File: src/hdl/mac_bus_pkg.sv
`default_nettype none

package mac_bus_pkg;

  // ==============================
  // Bus widths
  // ==============================
  localparam int addr_w = 23;  // Word address, byte address bits 23:1
  localparam int data_w = 16;

  typedef logic [data_w-1:0] word_t;  // One 16-bit bus word
  typedef logic [7:0]        byte_t;  // Peripheral register byte
  typedef logic [addr_w:1]   waddr_t; // Indexed like the 68000 A23..A1 pins
  typedef logic [2:0]        ipl_t;   // IPL2..IPL0, active low

  // ==============================
  // Address map
  // ==============================

  // Matched against address bits 23:20
  localparam logic [3:0] page_via       = 4'hE;
  localparam logic [3:0] page_scc_mask  = 4'b1101; // Ignore bit 21
  localparam logic [3:0] page_scc_match = 4'b1001; // Pages 1001 and 1011

  // 8-bit peripherals sit on the upper lane
  localparam byte_t fill_byte = 8'hEF; // Low byte of peripheral reads

endpackage

`default_nettype wire
File: src/hdl/mac_periph_pkg.sv
`default_nettype none

package mac_periph_pkg;

  // ==============================
  // VIA
  // ==============================
  typedef logic [3:0] via_reg_t; // Register select, address bits 12:9

  localparam via_reg_t via_port_b = 4'h0;
  localparam via_reg_t via_ddr_b  = 4'h2;
  localparam via_reg_t via_t1c_lo = 4'h4;
  localparam via_reg_t via_t1c_hi = 4'h5;
  localparam via_reg_t via_t1l_lo = 4'h6;
  localparam via_reg_t via_t1l_hi = 4'h7;
  localparam via_reg_t via_t2c_lo = 4'h8;
  localparam via_reg_t via_t2c_hi = 4'h9; // Write loads and arms timer 2
  localparam via_reg_t via_sr     = 4'hA;
  localparam via_reg_t via_acr    = 4'hB;
  localparam via_reg_t via_pcr    = 4'hC;
  localparam via_reg_t via_ifr    = 4'hD;
  localparam via_reg_t via_ier    = 4'hE;
  localparam via_reg_t via_port_a = 4'hF;

  // Interrupt flag positions
  localparam int int_onesec  = 0;
  localparam int int_vblank  = 1;
  localparam int int_t2      = 5;
  localparam int via_flags_w = 7;

  localparam int timer_div      = 20; // clk_cpu cycles per timer tick
  localparam int frames_per_sec = 60;

  localparam logic [7:0] via_port_a_reset = 8'h7F;
  localparam logic [7:0] via_port_b_reset = 8'hFF;
  localparam int         overlay_bit      = 4;     // Port A, low maps ROM at 0

  // ==============================
  // SCC
  // ==============================
  typedef logic [3:0] scc_reg_t;

  localparam scc_reg_t scc_wr1  = 4'd1;
  localparam scc_reg_t scc_wr9  = 4'd9;
  localparam scc_reg_t scc_wr15 = 4'd15;
  localparam scc_reg_t scc_rr0  = 4'd0;  // Also WR0, the command register
  localparam scc_reg_t scc_rr2  = 4'd2;
  localparam scc_reg_t scc_rr3  = 4'd3;

  localparam logic [7:0] wr15_reset    = 8'hF8;
  localparam int         dcd_ie_bit    = 3;      // WR15
  localparam int         ext_ie_bit    = 0;      // WR1
  localparam int         mie_bit       = 3;      // WR9
  localparam logic [2:0] cmd_reset_ext = 3'b010; // WR0 bits 5:3

  // Priority codes on the IPL lines
  localparam mac_bus_pkg::ipl_t ipl_via  = 3'b110;
  localparam mac_bus_pkg::ipl_t ipl_scc  = 3'b101;
  localparam mac_bus_pkg::ipl_t ipl_none = 3'b111;

endpackage

`default_nettype wire

File: src/hdl/mac_bus_if.sv
`timescale 1ns/100ps
`default_nettype none

// Decoded peripheral access, one per bus cycle
interface mac_bus_if;

  logic                  via_sel;  // VIA window, upper lane
  logic                  scc_sel;  // SCC window, any lane
  logic                  commit;   // Ack cycle, state changes at its end
  logic                  we;
  mac_bus_pkg::waddr_t   adr;
  mac_bus_pkg::byte_t    wdat_hi;  // Upper data byte
  mac_bus_pkg::byte_t    via_rdat;
  mac_bus_pkg::byte_t    scc_rdat;

  modport decode (output via_sel, scc_sel, commit, we, adr, wdat_hi,
                  input  via_rdat, scc_rdat);

  modport via (input  via_sel, commit, we, adr, wdat_hi,
               output via_rdat);

  modport scc (input  scc_sel, commit, we, adr, wdat_hi,
               output scc_rdat);

endinterface

`default_nettype wire

File: src/hdl/mac_glue_top.sv
`timescale 1ns/100ps
`default_nettype none

module mac_glue_top (
  input  wire                 clk_cpu,
  input  wire                 reset,
  input  wire                 i_wb_cyc,
  input  wire                 i_wb_stb,
  input  wire                 i_wb_we,
  input  mac_bus_pkg::waddr_t i_wb_adr,
  input  wire [1:0]           i_wb_sel,     // Bit 1 is the upper byte
  input  mac_bus_pkg::word_t  i_wb_dat,
  output mac_bus_pkg::word_t  o_wb_dat,
  output logic                o_wb_ack,
  output mac_bus_pkg::ipl_t   o_ipl_n,
  output logic                o_overlay,
  input  wire                 i_vsync,
  input  wire                 i_hsync,
  input  wire                 i_mouse_x1,
  input  wire                 i_mouse_y1,
  input  wire                 i_mouse_x2,
  input  wire                 i_mouse_y2,
  input  wire                 i_mouse_button
);

  logic via_irq;
  logic scc_irq;

  mac_bus_if bus ();

  // ==============================
  // Decode and peripherals
  // ==============================
  mac_bus_decode mac_bus_decode_inst (
    .clk_cpu   (clk_cpu),
    .reset     (reset),
    .i_wb_cyc  (i_wb_cyc),
    .i_wb_stb  (i_wb_stb),
    .i_wb_we   (i_wb_we),
    .i_wb_adr  (i_wb_adr),
    .i_wb_sel  (i_wb_sel),
    .i_wb_dat  (i_wb_dat),
    .o_wb_dat  (o_wb_dat),
    .o_wb_ack  (o_wb_ack),
    .i_via_irq (via_irq),
    .i_scc_irq (scc_irq),
    .o_ipl_n   (o_ipl_n),
    .bus       (bus)
  );

  mac_via mac_via_inst (
    .clk_cpu        (clk_cpu),
    .reset          (reset),
    .bus            (bus),
    .i_vsync        (i_vsync),
    .i_hsync        (i_hsync),
    .i_mouse_x2     (i_mouse_x2),     // Quadrature second phases
    .i_mouse_y2     (i_mouse_y2),
    .i_mouse_button (i_mouse_button),
    .o_overlay      (o_overlay),
    .o_irq          (via_irq)
  );

  mac_scc_mouse mac_scc_mouse_inst (
    .clk_cpu    (clk_cpu),
    .reset      (reset),
    .bus        (bus),
    .i_mouse_x1 (i_mouse_x1),         // DCD A
    .i_mouse_y1 (i_mouse_y1),         // DCD B
    .o_irq      (scc_irq)
  );

endmodule

`default_nettype wire

File: src/hdl/mac_scc_mouse.sv
`timescale 1ns/100ps
`default_nettype none

module mac_scc_mouse (
  input  wire    clk_cpu,
  input  wire    reset,
  mac_bus_if.scc bus,
  input  wire    i_mouse_x1,
  input  wire    i_mouse_y1,
  output logic   o_irq
);

  // Channel index 1 is A (mouse x1), 0 is B (mouse y1)
  logic [1:0]               rs;        // Bit 1 data/control, bit 0 channel A
  mac_bus_pkg::byte_t       wdat;
  logic                     acc, ctl_acc, wr9_cmd, full_reset;
  logic [1:0]               wr_ch, chan_reset, ext_reset, do_latch, mouse;
  mac_periph_pkg::scc_reg_t rindex, rindex_latch;

  mac_bus_pkg::byte_t wr1 [2];
  mac_bus_pkg::byte_t wr15 [2];
  logic [5:0]         wr9;       // Command bits 7:6 are not kept
  logic [1:0]         dcd_latch, latch_open, ext_ip;
  mac_bus_pkg::byte_t rr0 [2];
  mac_bus_pkg::byte_t rr2_b, rr3_a;
  logic [2:0]         vec_stat;

  assign rs      = bus.adr[2:1];
  assign wdat    = bus.wdat_hi;
  assign mouse   = {i_mouse_x1, i_mouse_y1};
  assign acc     = bus.scc_sel & bus.commit;
  assign ctl_acc = acc & ~rs[1];
  assign wr_ch   = {ctl_acc & bus.we & rs[0], ctl_acc & bus.we & ~rs[0]};

  // WR9 software resets
  assign wr9_cmd    = |wr_ch && (rindex == mac_periph_pkg::scc_wr9);
  assign full_reset = reset | (wr9_cmd && wdat[7:6] == 2'b11);
  assign chan_reset = {full_reset | (wr9_cmd && wdat[7:6] == 2'b10),
                       full_reset | (wr9_cmd && wdat[7:6] == 2'b01)};

  always_comb begin
    for (int c = 0; c < 2; c++) begin
      ext_reset[c] = wr_ch[c] && (rindex == mac_periph_pkg::scc_rr0) &&
                     (wdat[5:3] == mac_periph_pkg::cmd_reset_ext);
      do_latch[c]  = latch_open[c] && (mouse[c] != dcd_latch[c]) &&
                     wr15[c][mac_periph_pkg::dcd_ie_bit];
    end
  end

  // ==============================
  // Write registers
  // ==============================
  always_ff @(posedge clk_cpu) begin
    if (reset) begin
      wr9    <= '0;
      wr1[0] <= '0;
      wr1[1] <= '0;
    end else begin
      if (wr9_cmd) wr9 <= wdat[5:0]; // Shared by both channels
      for (int c = 0; c < 2; c++) begin
        if (chan_reset[c]) begin
          wr1[c] <= wr1[c] & 8'h24; // Bits 5 and 2 survive a channel reset
        end else if (wr_ch[c] && rindex == mac_periph_pkg::scc_wr1) begin
          wr1[c] <= wdat;
        end
      end
    end
  end

  // Pointer moves only once the access is over
  always_ff @(posedge clk_cpu) begin
    if (reset) rindex <= '0;
    else if (!bus.scc_sel) rindex <= rindex_latch;
  end

  // ==============================
  // Pointer, DCD latches, pending
  // ==============================
  always_ff @(posedge clk_cpu) begin
    if (full_reset) begin
      rindex_latch <= '0;
      dcd_latch    <= '0;
      latch_open   <= '1;
      ext_ip       <= '0;
      wr15[0]      <= mac_periph_pkg::wr15_reset;
      wr15[1]      <= mac_periph_pkg::wr15_reset;
    end else begin
      if (ctl_acc) begin
        rindex_latch <= '0;               // Any control access falls back to WR0
        if (bus.we && rindex == mac_periph_pkg::scc_rr0) begin
          rindex_latch <= {wdat[5:3] == 3'b001, wdat[2:0]}; // Point high adds 8
        end
      end
      for (int c = 0; c < 2; c++) begin
        if (wr_ch[c] && rindex == mac_periph_pkg::scc_wr15) wr15[c] <= wdat;
        if (ext_reset[c]) begin
          latch_open[c] <= 1'b1;
          ext_ip[c]     <= 1'b0;
        end else if (do_latch[c]) begin
          latch_open[c] <= 1'b0;
          if (wr1[c][mac_periph_pkg::ext_ie_bit]) ext_ip[c] <= 1'b1;
        end
        if (do_latch[c]) dcd_latch[c] <= mouse[c];
      end
    end
  end

  assign o_irq = wr9[mac_periph_pkg::mie_bit] & |ext_ip;

  // ==============================
  // Read registers
  // ==============================
  always_comb begin
    for (int c = 0; c < 2; c++) begin
      rr0[c] = {4'b0100, wr15[c][mac_periph_pkg::dcd_ie_bit] ? dcd_latch[c] : mouse[c], 3'b100};
    end
  end

  assign vec_stat = ext_ip[1] ? 3'b101 : ext_ip[0] ? 3'b001 : 3'b011;
  assign rr2_b    = {4'b0000, vec_stat, 1'b0};
  assign rr3_a    = {4'b0000, ext_ip[1], 2'b00, ext_ip[0]};

  always_comb begin
    case (rindex)
      mac_periph_pkg::scc_rr0: bus.scc_rdat = rr0[rs[0]];
      mac_periph_pkg::scc_rr2: bus.scc_rdat = rs[0] ? 8'h00 : rr2_b; // B side only
      mac_periph_pkg::scc_rr3: bus.scc_rdat = rs[0] ? rr3_a : 8'h00; // A side only
      default:                 bus.scc_rdat = 8'h00;
    endcase
  end

  a_ip_closed: assert property (@(posedge clk_cpu) disable iff (reset)
    (ext_ip & latch_open) == 2'b00);

endmodule

`default_nettype wire

File: src/hdl/mac_via.sv
`timescale 1ns/100ps
`default_nettype none

module mac_via (
  input  wire    clk_cpu,
  input  wire    reset,
  mac_bus_if.via bus,
  input  wire    i_vsync,
  input  wire    i_hsync,
  input  wire    i_mouse_x2,
  input  wire    i_mouse_y2,
  input  wire    i_mouse_button,
  output logic   o_overlay,
  output logic   o_irq
);

  mac_periph_pkg::via_reg_t reg_idx;
  mac_bus_pkg::byte_t       wdat;
  logic                     acc, wr_acc, rd_acc;

  mac_bus_pkg::byte_t port_a, port_b;
  logic               ddr_b0;                 // Only bit 0 of DDR B is kept
  mac_bus_pkg::byte_t acr;
  logic [15:0]        t1_count, t1_latch;     // Storage, timer 1 does not run
  logic [15:0]        t2_count;
  mac_bus_pkg::byte_t t2_latch_lo;
  logic               t2_armed;
  logic [mac_periph_pkg::via_flags_w-1:0] ifr, ier;

  logic [4:0] div_cnt;
  logic       tick, load_t2;
  logic       vsync_q, vsync_fall;
  logic [5:0] vsync_cnt;

  assign reg_idx = bus.adr[12:9];
  assign wdat    = bus.wdat_hi;
  assign acc     = bus.via_sel & bus.commit;
  assign wr_acc  = acc & bus.we;
  assign rd_acc  = acc & ~bus.we;
  assign load_t2 = wr_acc && (reg_idx == mac_periph_pkg::via_t2c_hi);

  assign vsync_fall = vsync_q & ~i_vsync;
  assign tick       = (div_cnt == '0);

  // ==============================
  // Timer tick, clk_cpu / 20
  // ==============================
  always_ff @(posedge clk_cpu) begin
    if (reset) begin
      div_cnt <= '0;
    end else if (div_cnt == 5'(mac_periph_pkg::timer_div - 1)) begin
      div_cnt <= '0;
    end else begin
      div_cnt <= div_cnt + 5'd1;
    end
  end

  // Timer 1 holds whatever software writes
  always_ff @(posedge clk_cpu) begin
    if (wr_acc) begin
      case (reg_idx)
        mac_periph_pkg::via_t1c_lo: t1_count[7:0]  <= wdat;
        mac_periph_pkg::via_t1c_hi: t1_count[15:8] <= wdat;
        mac_periph_pkg::via_t1l_lo: t1_latch[7:0]  <= wdat;
        mac_periph_pkg::via_t1l_hi: t1_latch[15:8] <= wdat;
        mac_periph_pkg::via_t2c_lo: t2_latch_lo    <= wdat; // Held until T2 high
        default: ;
      endcase
    end
  end

  // ==============================
  // Registers and flags
  // ==============================
  always_ff @(posedge clk_cpu) begin
    if (reset) begin
      port_a    <= mac_periph_pkg::via_port_a_reset;
      port_b    <= mac_periph_pkg::via_port_b_reset;
      ddr_b0    <= 1'b1;
      acr       <= '0;
      ifr       <= '0;
      ier       <= '0;
      t2_count  <= '0;
      t2_armed  <= 1'b0;
      vsync_q   <= 1'b0;
      vsync_cnt <= '0;
    end else begin
      vsync_q <= i_vsync;
      if (wr_acc) begin
        case (reg_idx)
          mac_periph_pkg::via_port_b: port_b <= wdat;
          mac_periph_pkg::via_ddr_b:  ddr_b0 <= wdat[0];
          mac_periph_pkg::via_t2c_hi: begin
            t2_count <= {wdat, t2_latch_lo};
            t2_armed <= 1'b1;
            ifr[mac_periph_pkg::int_t2] <= 1'b0;
          end
          mac_periph_pkg::via_acr: acr <= wdat;
          mac_periph_pkg::via_ifr: ifr <= ifr & ~wdat[6:0]; // Ones clear
          mac_periph_pkg::via_ier: begin
            if (wdat[7]) ier <= ier | wdat[6:0];             // Set mode
            else         ier <= ier & ~wdat[6:0];            // Clear mode
          end
          mac_periph_pkg::via_port_a: port_a <= wdat;
          default: ;
        endcase
      end else if (rd_acc) begin
        case (reg_idx)
          mac_periph_pkg::via_t2c_lo: ifr[mac_periph_pkg::int_t2] <= 1'b0;
          mac_periph_pkg::via_port_a: begin
            ifr[mac_periph_pkg::int_onesec] <= 1'b0;
            ifr[mac_periph_pkg::int_vblank] <= 1'b0;
          end
          default: ;
        endcase
      end

      // Events below win over a clear in the same cycle
      if (vsync_fall) begin
        ifr[mac_periph_pkg::int_vblank] <= 1'b1;
        if (vsync_cnt == 6'(mac_periph_pkg::frames_per_sec - 1)) begin
          ifr[mac_periph_pkg::int_onesec] <= 1'b1;
          vsync_cnt <= '0;
        end else begin
          vsync_cnt <= vsync_cnt + 6'd1;
        end
      end

      // One-shot, counter keeps running after it fires
      if (tick && !load_t2) begin
        if (t2_armed && t2_count == '0) begin
          ifr[mac_periph_pkg::int_t2] <= 1'b1;
          t2_armed <= 1'b0;
        end
        t2_count <= t2_count - 16'd1;
      end
    end
  end

  assign o_irq     = |(ifr & ier);
  assign o_overlay = ~port_a[mac_periph_pkg::overlay_bit];

  // ==============================
  // Read mux
  // ==============================
  always_comb begin
    case (reg_idx)
      mac_periph_pkg::via_port_b: bus.via_rdat = {port_b[7], ~i_hsync, i_mouse_y2, i_mouse_x2,
                                                  i_mouse_button, port_b[2:1], port_b[0]};
      mac_periph_pkg::via_ddr_b:  bus.via_rdat = {7'b1000011, ddr_b0};
      mac_periph_pkg::via_t1c_lo: bus.via_rdat = t1_count[7:0];
      mac_periph_pkg::via_t1c_hi: bus.via_rdat = t1_count[15:8];
      mac_periph_pkg::via_t1l_lo: bus.via_rdat = t1_latch[7:0];
      mac_periph_pkg::via_t1l_hi: bus.via_rdat = t1_latch[15:8];
      mac_periph_pkg::via_t2c_lo: bus.via_rdat = t2_count[7:0];
      mac_periph_pkg::via_t2c_hi: bus.via_rdat = t2_count[15:8];
      mac_periph_pkg::via_sr,
      mac_periph_pkg::via_pcr:    bus.via_rdat = 8'h00;  // No shift register or handshake
      mac_periph_pkg::via_acr:    bus.via_rdat = acr;
      mac_periph_pkg::via_ifr:    bus.via_rdat = {o_irq, ifr}; // Bit 7 is any enabled flag
      mac_periph_pkg::via_ier:    bus.via_rdat = {1'b0, ier};
      mac_periph_pkg::via_port_a: bus.via_rdat = {1'b1, port_a[6:0]}; // SCC wait/req high
      default:                    bus.via_rdat = 8'hBE;
    endcase
  end

  a_t2_armed: assert property (@(posedge clk_cpu) disable iff (reset)
    $rose(ifr[mac_periph_pkg::int_t2]) |-> $past(t2_armed));

endmodule

`default_nettype wire

File: src/hdl/mac_bus_decode.sv
`timescale 1ns/100ps
`default_nettype none

module mac_bus_decode (
  input  wire                 clk_cpu,
  input  wire                 reset,
  input  wire                 i_wb_cyc,
  input  wire                 i_wb_stb,
  input  wire                 i_wb_we,
  input  mac_bus_pkg::waddr_t i_wb_adr,
  input  wire [1:0]           i_wb_sel,
  input  mac_bus_pkg::word_t  i_wb_dat,
  output mac_bus_pkg::word_t  o_wb_dat,
  output logic                o_wb_ack,
  input  wire                 i_via_irq,
  input  wire                 i_scc_irq,
  output mac_bus_pkg::ipl_t   o_ipl_n,
  mac_bus_if.decode           bus
);

  logic req;   // Live request from the master
  logic ack_q;

  assign req = i_wb_cyc & i_wb_stb;

  // ==============================
  // Address decode
  // ==============================
  assign bus.via_sel = req && (i_wb_adr[23:20] == mac_bus_pkg::page_via) && i_wb_sel[1];
  assign bus.scc_sel = req && |i_wb_sel &&
                       ((i_wb_adr[23:20] & mac_bus_pkg::page_scc_mask)
                        == mac_bus_pkg::page_scc_match);
  assign bus.we      = i_wb_we;
  assign bus.adr     = i_wb_adr;
  assign bus.wdat_hi = i_wb_dat[15:8];
  assign bus.commit  = ack_q;

  // One wait state, then ack for a single cycle
  always_ff @(posedge clk_cpu) begin
    if (reset) begin
      ack_q <= 1'b0;
    end else begin
      ack_q <= req & ~ack_q; // Drops after one cycle even if stb stays high
    end
  end

  assign o_wb_ack = ack_q;

  // Read data sampled in the wait cycle, held through ack
  always_ff @(posedge clk_cpu) begin
    if (bus.via_sel) begin
      o_wb_dat <= {bus.via_rdat, mac_bus_pkg::fill_byte};
    end else if (bus.scc_sel) begin
      o_wb_dat <= {bus.scc_rdat, mac_bus_pkg::fill_byte};
    end else begin
      o_wb_dat <= '0; // Unmapped space
    end
  end

  // ==============================
  // Interrupt priority
  // ==============================
  assign o_ipl_n = i_via_irq ? mac_periph_pkg::ipl_via  :  // VIA wins
                   i_scc_irq ? mac_periph_pkg::ipl_scc  :
                               mac_periph_pkg::ipl_none;

  a_ack_single: assert property (@(posedge clk_cpu) disable iff (reset)
    o_wb_ack |=> !o_wb_ack);

  a_sel_exclusive: assert property (@(posedge clk_cpu) disable iff (reset)
    !(bus.via_sel && bus.scc_sel));

endmodule

`default_nettype wire

File: config.mk
export PLATFORM = sky130hd
export DESIGN_NAME = mac_glue_top
export DESIGN_NICKNAME = d
export VERILOG_FILES = /design/src/hdl/mac_bus_pkg.sv /design/src/hdl/mac_periph_pkg.sv /design/src/hdl/mac_bus_if.sv /design/src/hdl/mac_glue_top.sv /design/src/hdl/mac_scc_mouse.sv /design/src/hdl/mac_via.sv /design/src/hdl/mac_bus_decode.sv
export SDC_FILE = /design/constraint.sdc
export NUM_CORES = 1
export LEC_CHECK = 0
export ABC_AREA = 1
export BUFFER_PORTS_ARGS = -buffer_cell sky130_fd_sc_hd__buf_2
export CORE_ASPECT_RATIO = 1.2
export CORE_MARGIN = 5
export CORE_UTILIZATION = 50
export CTS_CLUSTER_SIZE = 14
export DETAILED_ROUTE_END_ITERATION = 16
export PLACE_DENSITY = 0.78
export SYNTH_ARGS = -nofsm -noshare
export SYNTH_HDL_FRONTEND = slang
export SYNTH_SLANG_ARGS = --single-unit
File: constraint.sdc
create_clock -name clk_cpu -period 5.4 [get_ports clk_cpu]
set_clock_uncertainty 0.2 [all_clocks]
set_input_delay 0 -clock clk_cpu [delete_from_list [all_inputs] [get_ports clk_cpu]]
set_output_delay 0 -clock clk_cpu [all_outputs]
set_load 0.02 [all_outputs]
==> results.toml <==
[final_layout]
final_cells = 1093
area_growth_pct = 19.6
antenna_cells = 0
nNetsFinal = 973
final_cell_area_sq_um = 7670
register_area_sq_um = 3080
n_fill_cell = 1096
drive_gt1_share_pct = 11.8
multiInputGateArea_sq_um = 2750

[synthesis]
synthesis.nets = 887
synthTopCellsByCount = "181 x nand2_1, 114 x inv_1, 96 x nor2_1"
synth.most_common_cell = "nand2_1"
synth_edf_count = 44
async_flop_share_pct = 0
synth-seq-area-share_pct = 48.1
ys_warn_count = 0
synth_area_leaders = "dfxtp_1 27%, edfxtp_1 21%, nand2_1 11%, inv_1 6.7%, nor2_1 5.6%"
ys_ff_latch = 132
syn-instance-count = 830
yosysUniqueCellTypes = 43
synth_top_flop_cell = "dfxtp_1"
syn-cell-area_sq_um = 6410
synth_top_area_share_pct = 27.5
syn_area_per_cell_sq_um = 7.73
synth_top_area_cell = "dfxtp_1"

[setup_path]
critPathMaxStageDelay_ns = 0.78
worst_setup_path_end_kind = "flip-flop"
cp_slowest_cell = "dlygate4sd3_1"
critPathLaunchType = "primary input"
crit_buf_inv = 7
cp_common_cell = "dlygate4sd3_1"
crit_arrival_ns = 3.40
crit_chain = "dlygate4sd3_1 -> buf_2 -> nand2_2 -> dlygate4sd3_1 -> inv_1 -> nand2_1 -> nor2_4 -> dlygate4sd3_1 -> inv_1 -> a21oi_1 -> nand2_1 -> nand2_1 -> dlygate4sd3_1"
worst-setup-path-type = "primary input to flip-flop"
crit_required_ns = 5.55
path_delay_family = "buffers and inverters"
crit_fanout = 6

[power_and_ir_drop]
powerDensity_nw_per_um2 = 335
switchingPower_mw = 0.698
p_leak_nw = 3.33
pwr-share-seq_pct = 42.6
power.internal_mw = 1.87
comb_power_share_pct = 14.9
p_sw_share_pct = 27.2
vdd_ir_drop_max_uv = 192
clkPwrFrac_pct = 42.6

[grt]
grtUsageMet3_pct = 5.42
grt_use_met2_pct = 40.8
grt_pass1_wl_um = 28900
grt_remaining_overflow = 0
grt-busiest-layer = "met2"
gr-usage-met1_pct = 30.4
grt_max_degree = 45
grt_pass1_vias = 5606
antenna_found_initial = 0
grt_usage_pct = 24.5

[place]
gp_congestion = 0.954
port_buffers = 50
placed_cell_area_sq_um = 6740
place.detailed.hpwl_um = 12300
post-place-cells = 1023

[die]
die_h_um = 134
start_util_pct = 50.9
die_width_um = 113
dieArea_sq_um = 15200
pin_count = 74
rows = 45
core_sq_um = 12600

[detailed_routing]
routed_wl_um = 18100
first_iter_violations = 700
num_vias = 6028
ant_nets = 0
routedWlPerCell_um = 16.6
via_per_inst = 5.52
firstDrtPassIters = 5
drc = 0

[cts]
cts_resized = 0
cts_tree = "done"
htreeDepth = 4
cts_made_buffers = 17
hold_buffers = 38
clockBufferDepth = 2
clk_latency_ns = 0.41
post_cts_buffers = 0
root_buffer = "clkbuf_16"
clock_sinks = 132
cts.clk_slew.worst_paths_ns = 0.06

[timing]
drv_slew = 0
fin_tns_setup_ns = 0
hold_viol = 0
rsz0062_at_grt = "no"
maxSlewHeadroom_pct = 19.3
setup_viol = 0
min_period_ns = 3.24
fmax_ghz = 0.308
worst_pin_slew_ns = 1.20
period_share_pct = 60.1

[status]
outcome = "completed"

[job]
maxCapViolCount = 0

[hold_path]
min_path_type = "primary input to flip-flop"
==> cell type report <==
cell class              count  share of cell area [%]
well taps                 164                    2.67
repair buffers             88                    8.22
flip-flops and latches    132                    40.2
inverters                 117                    5.79
clock inverters            12                    1.47
clock buffers              20                    5.82
multi-input cells         560                    35.9
==> kinds of logic after synthesis <==
kind of cell    synth area share, %
simple gates                   28.4
compound gates                 12.6
buf+inv                        9.03
flops                          48.1
xor+xnor                      0.956
fa+ha+maj                     0.780
other cells                   0.117
==> layer usage <==
| layer | vias up | share of wire [%] |
|---|---|---|
| met4 | 0 | 3.4 |
| met5 | - | 0 |
| met2 | 291 | 48 |
| met1 | 2793 | 41 |
| met3 | 53 | 8.0 |
| li1 | 2891 | - |
==> flip-flops by register name (all words and copies together), names as in the netlist, 2 cells and up, named ones only <==
register,flops
mac_via_inst.t1_latch,16
mac_via_inst.ifr,7
mac_scc_mouse_inst.wr1,2
mac_scc_mouse_inst.rindex,4
mac_via_inst.acr,8
mac_scc_mouse_inst.wr15,2
mac_via_inst.port_a,7
mac_via_inst.div_cnt,5
mac_via_inst.t1_count,16
mac_scc_mouse_inst.rindex_latch,4
mac_scc_mouse_inst.ext_ip,2
mac_bus_decode_inst.o_wb_dat,9
mac_via_inst.port_b,4
mac_via_inst.vsync_cnt,6
mac_via_inst.t2_count,16
mac_scc_mouse_inst.latch_open,2
mac_via_inst.t2_latch_lo,8
mac_scc_mouse_inst.dcd_latch,2
==> placed cells by master, fill, tap and decap left out, types with 10 or more instances in the layout <==
cell type	n
nor2_1	96
o21ai_0	69
nand4_1	10
inv_1	114
edfxtp_1	44
dlygate4sd3_1	38
a21oi_1	44
nand2_1	181
o211ai_1	13
clkbuf_16	17
nand3_1	48
buf_2	50
dfxtp_1	88
nor3_1	33
==> worst paths after layout <==
path / end / slack (ns) / cells after the start / startpoint
worst min-delay path: mac_via_inst.ddr_b0 / 0.03 / 5 / i_wb_cyc
worst max register to register: mac_bus_decode_inst.o_wb_dat[8] / 2.91 / 7 / mac_scc_mouse_inst.rindex[2]
worst max-delay path: mac_bus_decode_inst.o_wb_dat[8] / 2.16 / 13 / i_wb_stb
worst min register to register: mac_via_inst.div_cnt[0] / 0.24 / 1 / mac_via_inst.div_cnt[0]
==> power groups by stage <==
| stage | Sequential (mW) | Clock (mW) | Combinational, mW |
|---|---|---|---|
| global placement | 1.11 | 0 | 0.346 |
| finish | 1.09 | 1.09 | 0.382 |
| global route | 1.10 | 1.15 | 0.427 |
| CTS | 1.09 | 1.10 | 0.374 |
| detailed placement | 1.11 | 0 | 0.353 |
| floorplan | 1.11 | 0 | 0.262 |
==> worst register-to-register path, stage by stage, from the launching register on <==
cell,delay (ns)
dfxtp_1,0.32
nor2_1,0.21
inv_1,0.13
nor3_1,0.28
nand4_1,0.12
dlygate4sd3_1,0.58
nand2_1,0.07
dlygate4sd3_1,0.54
==> metrics by stage <==
stage	utilization, %	total power [mW]	setup slack, ns	hold WS [ns]
3_5_place_dp	53.4	1.47	3.02	0.0240
6_report	60.9	2.57	2.16	0.0257
2_1_floorplan	-	1.37	3.31	-0.122
4_1_cts	60.9	2.56	2.19	0.00888
5_1_grt	60.9	2.67	1.97	0.0560
3_3_place_gp	53.4	1.46	3.05	0.0137
Note: power is estimated with default switching activity, not from simulation.
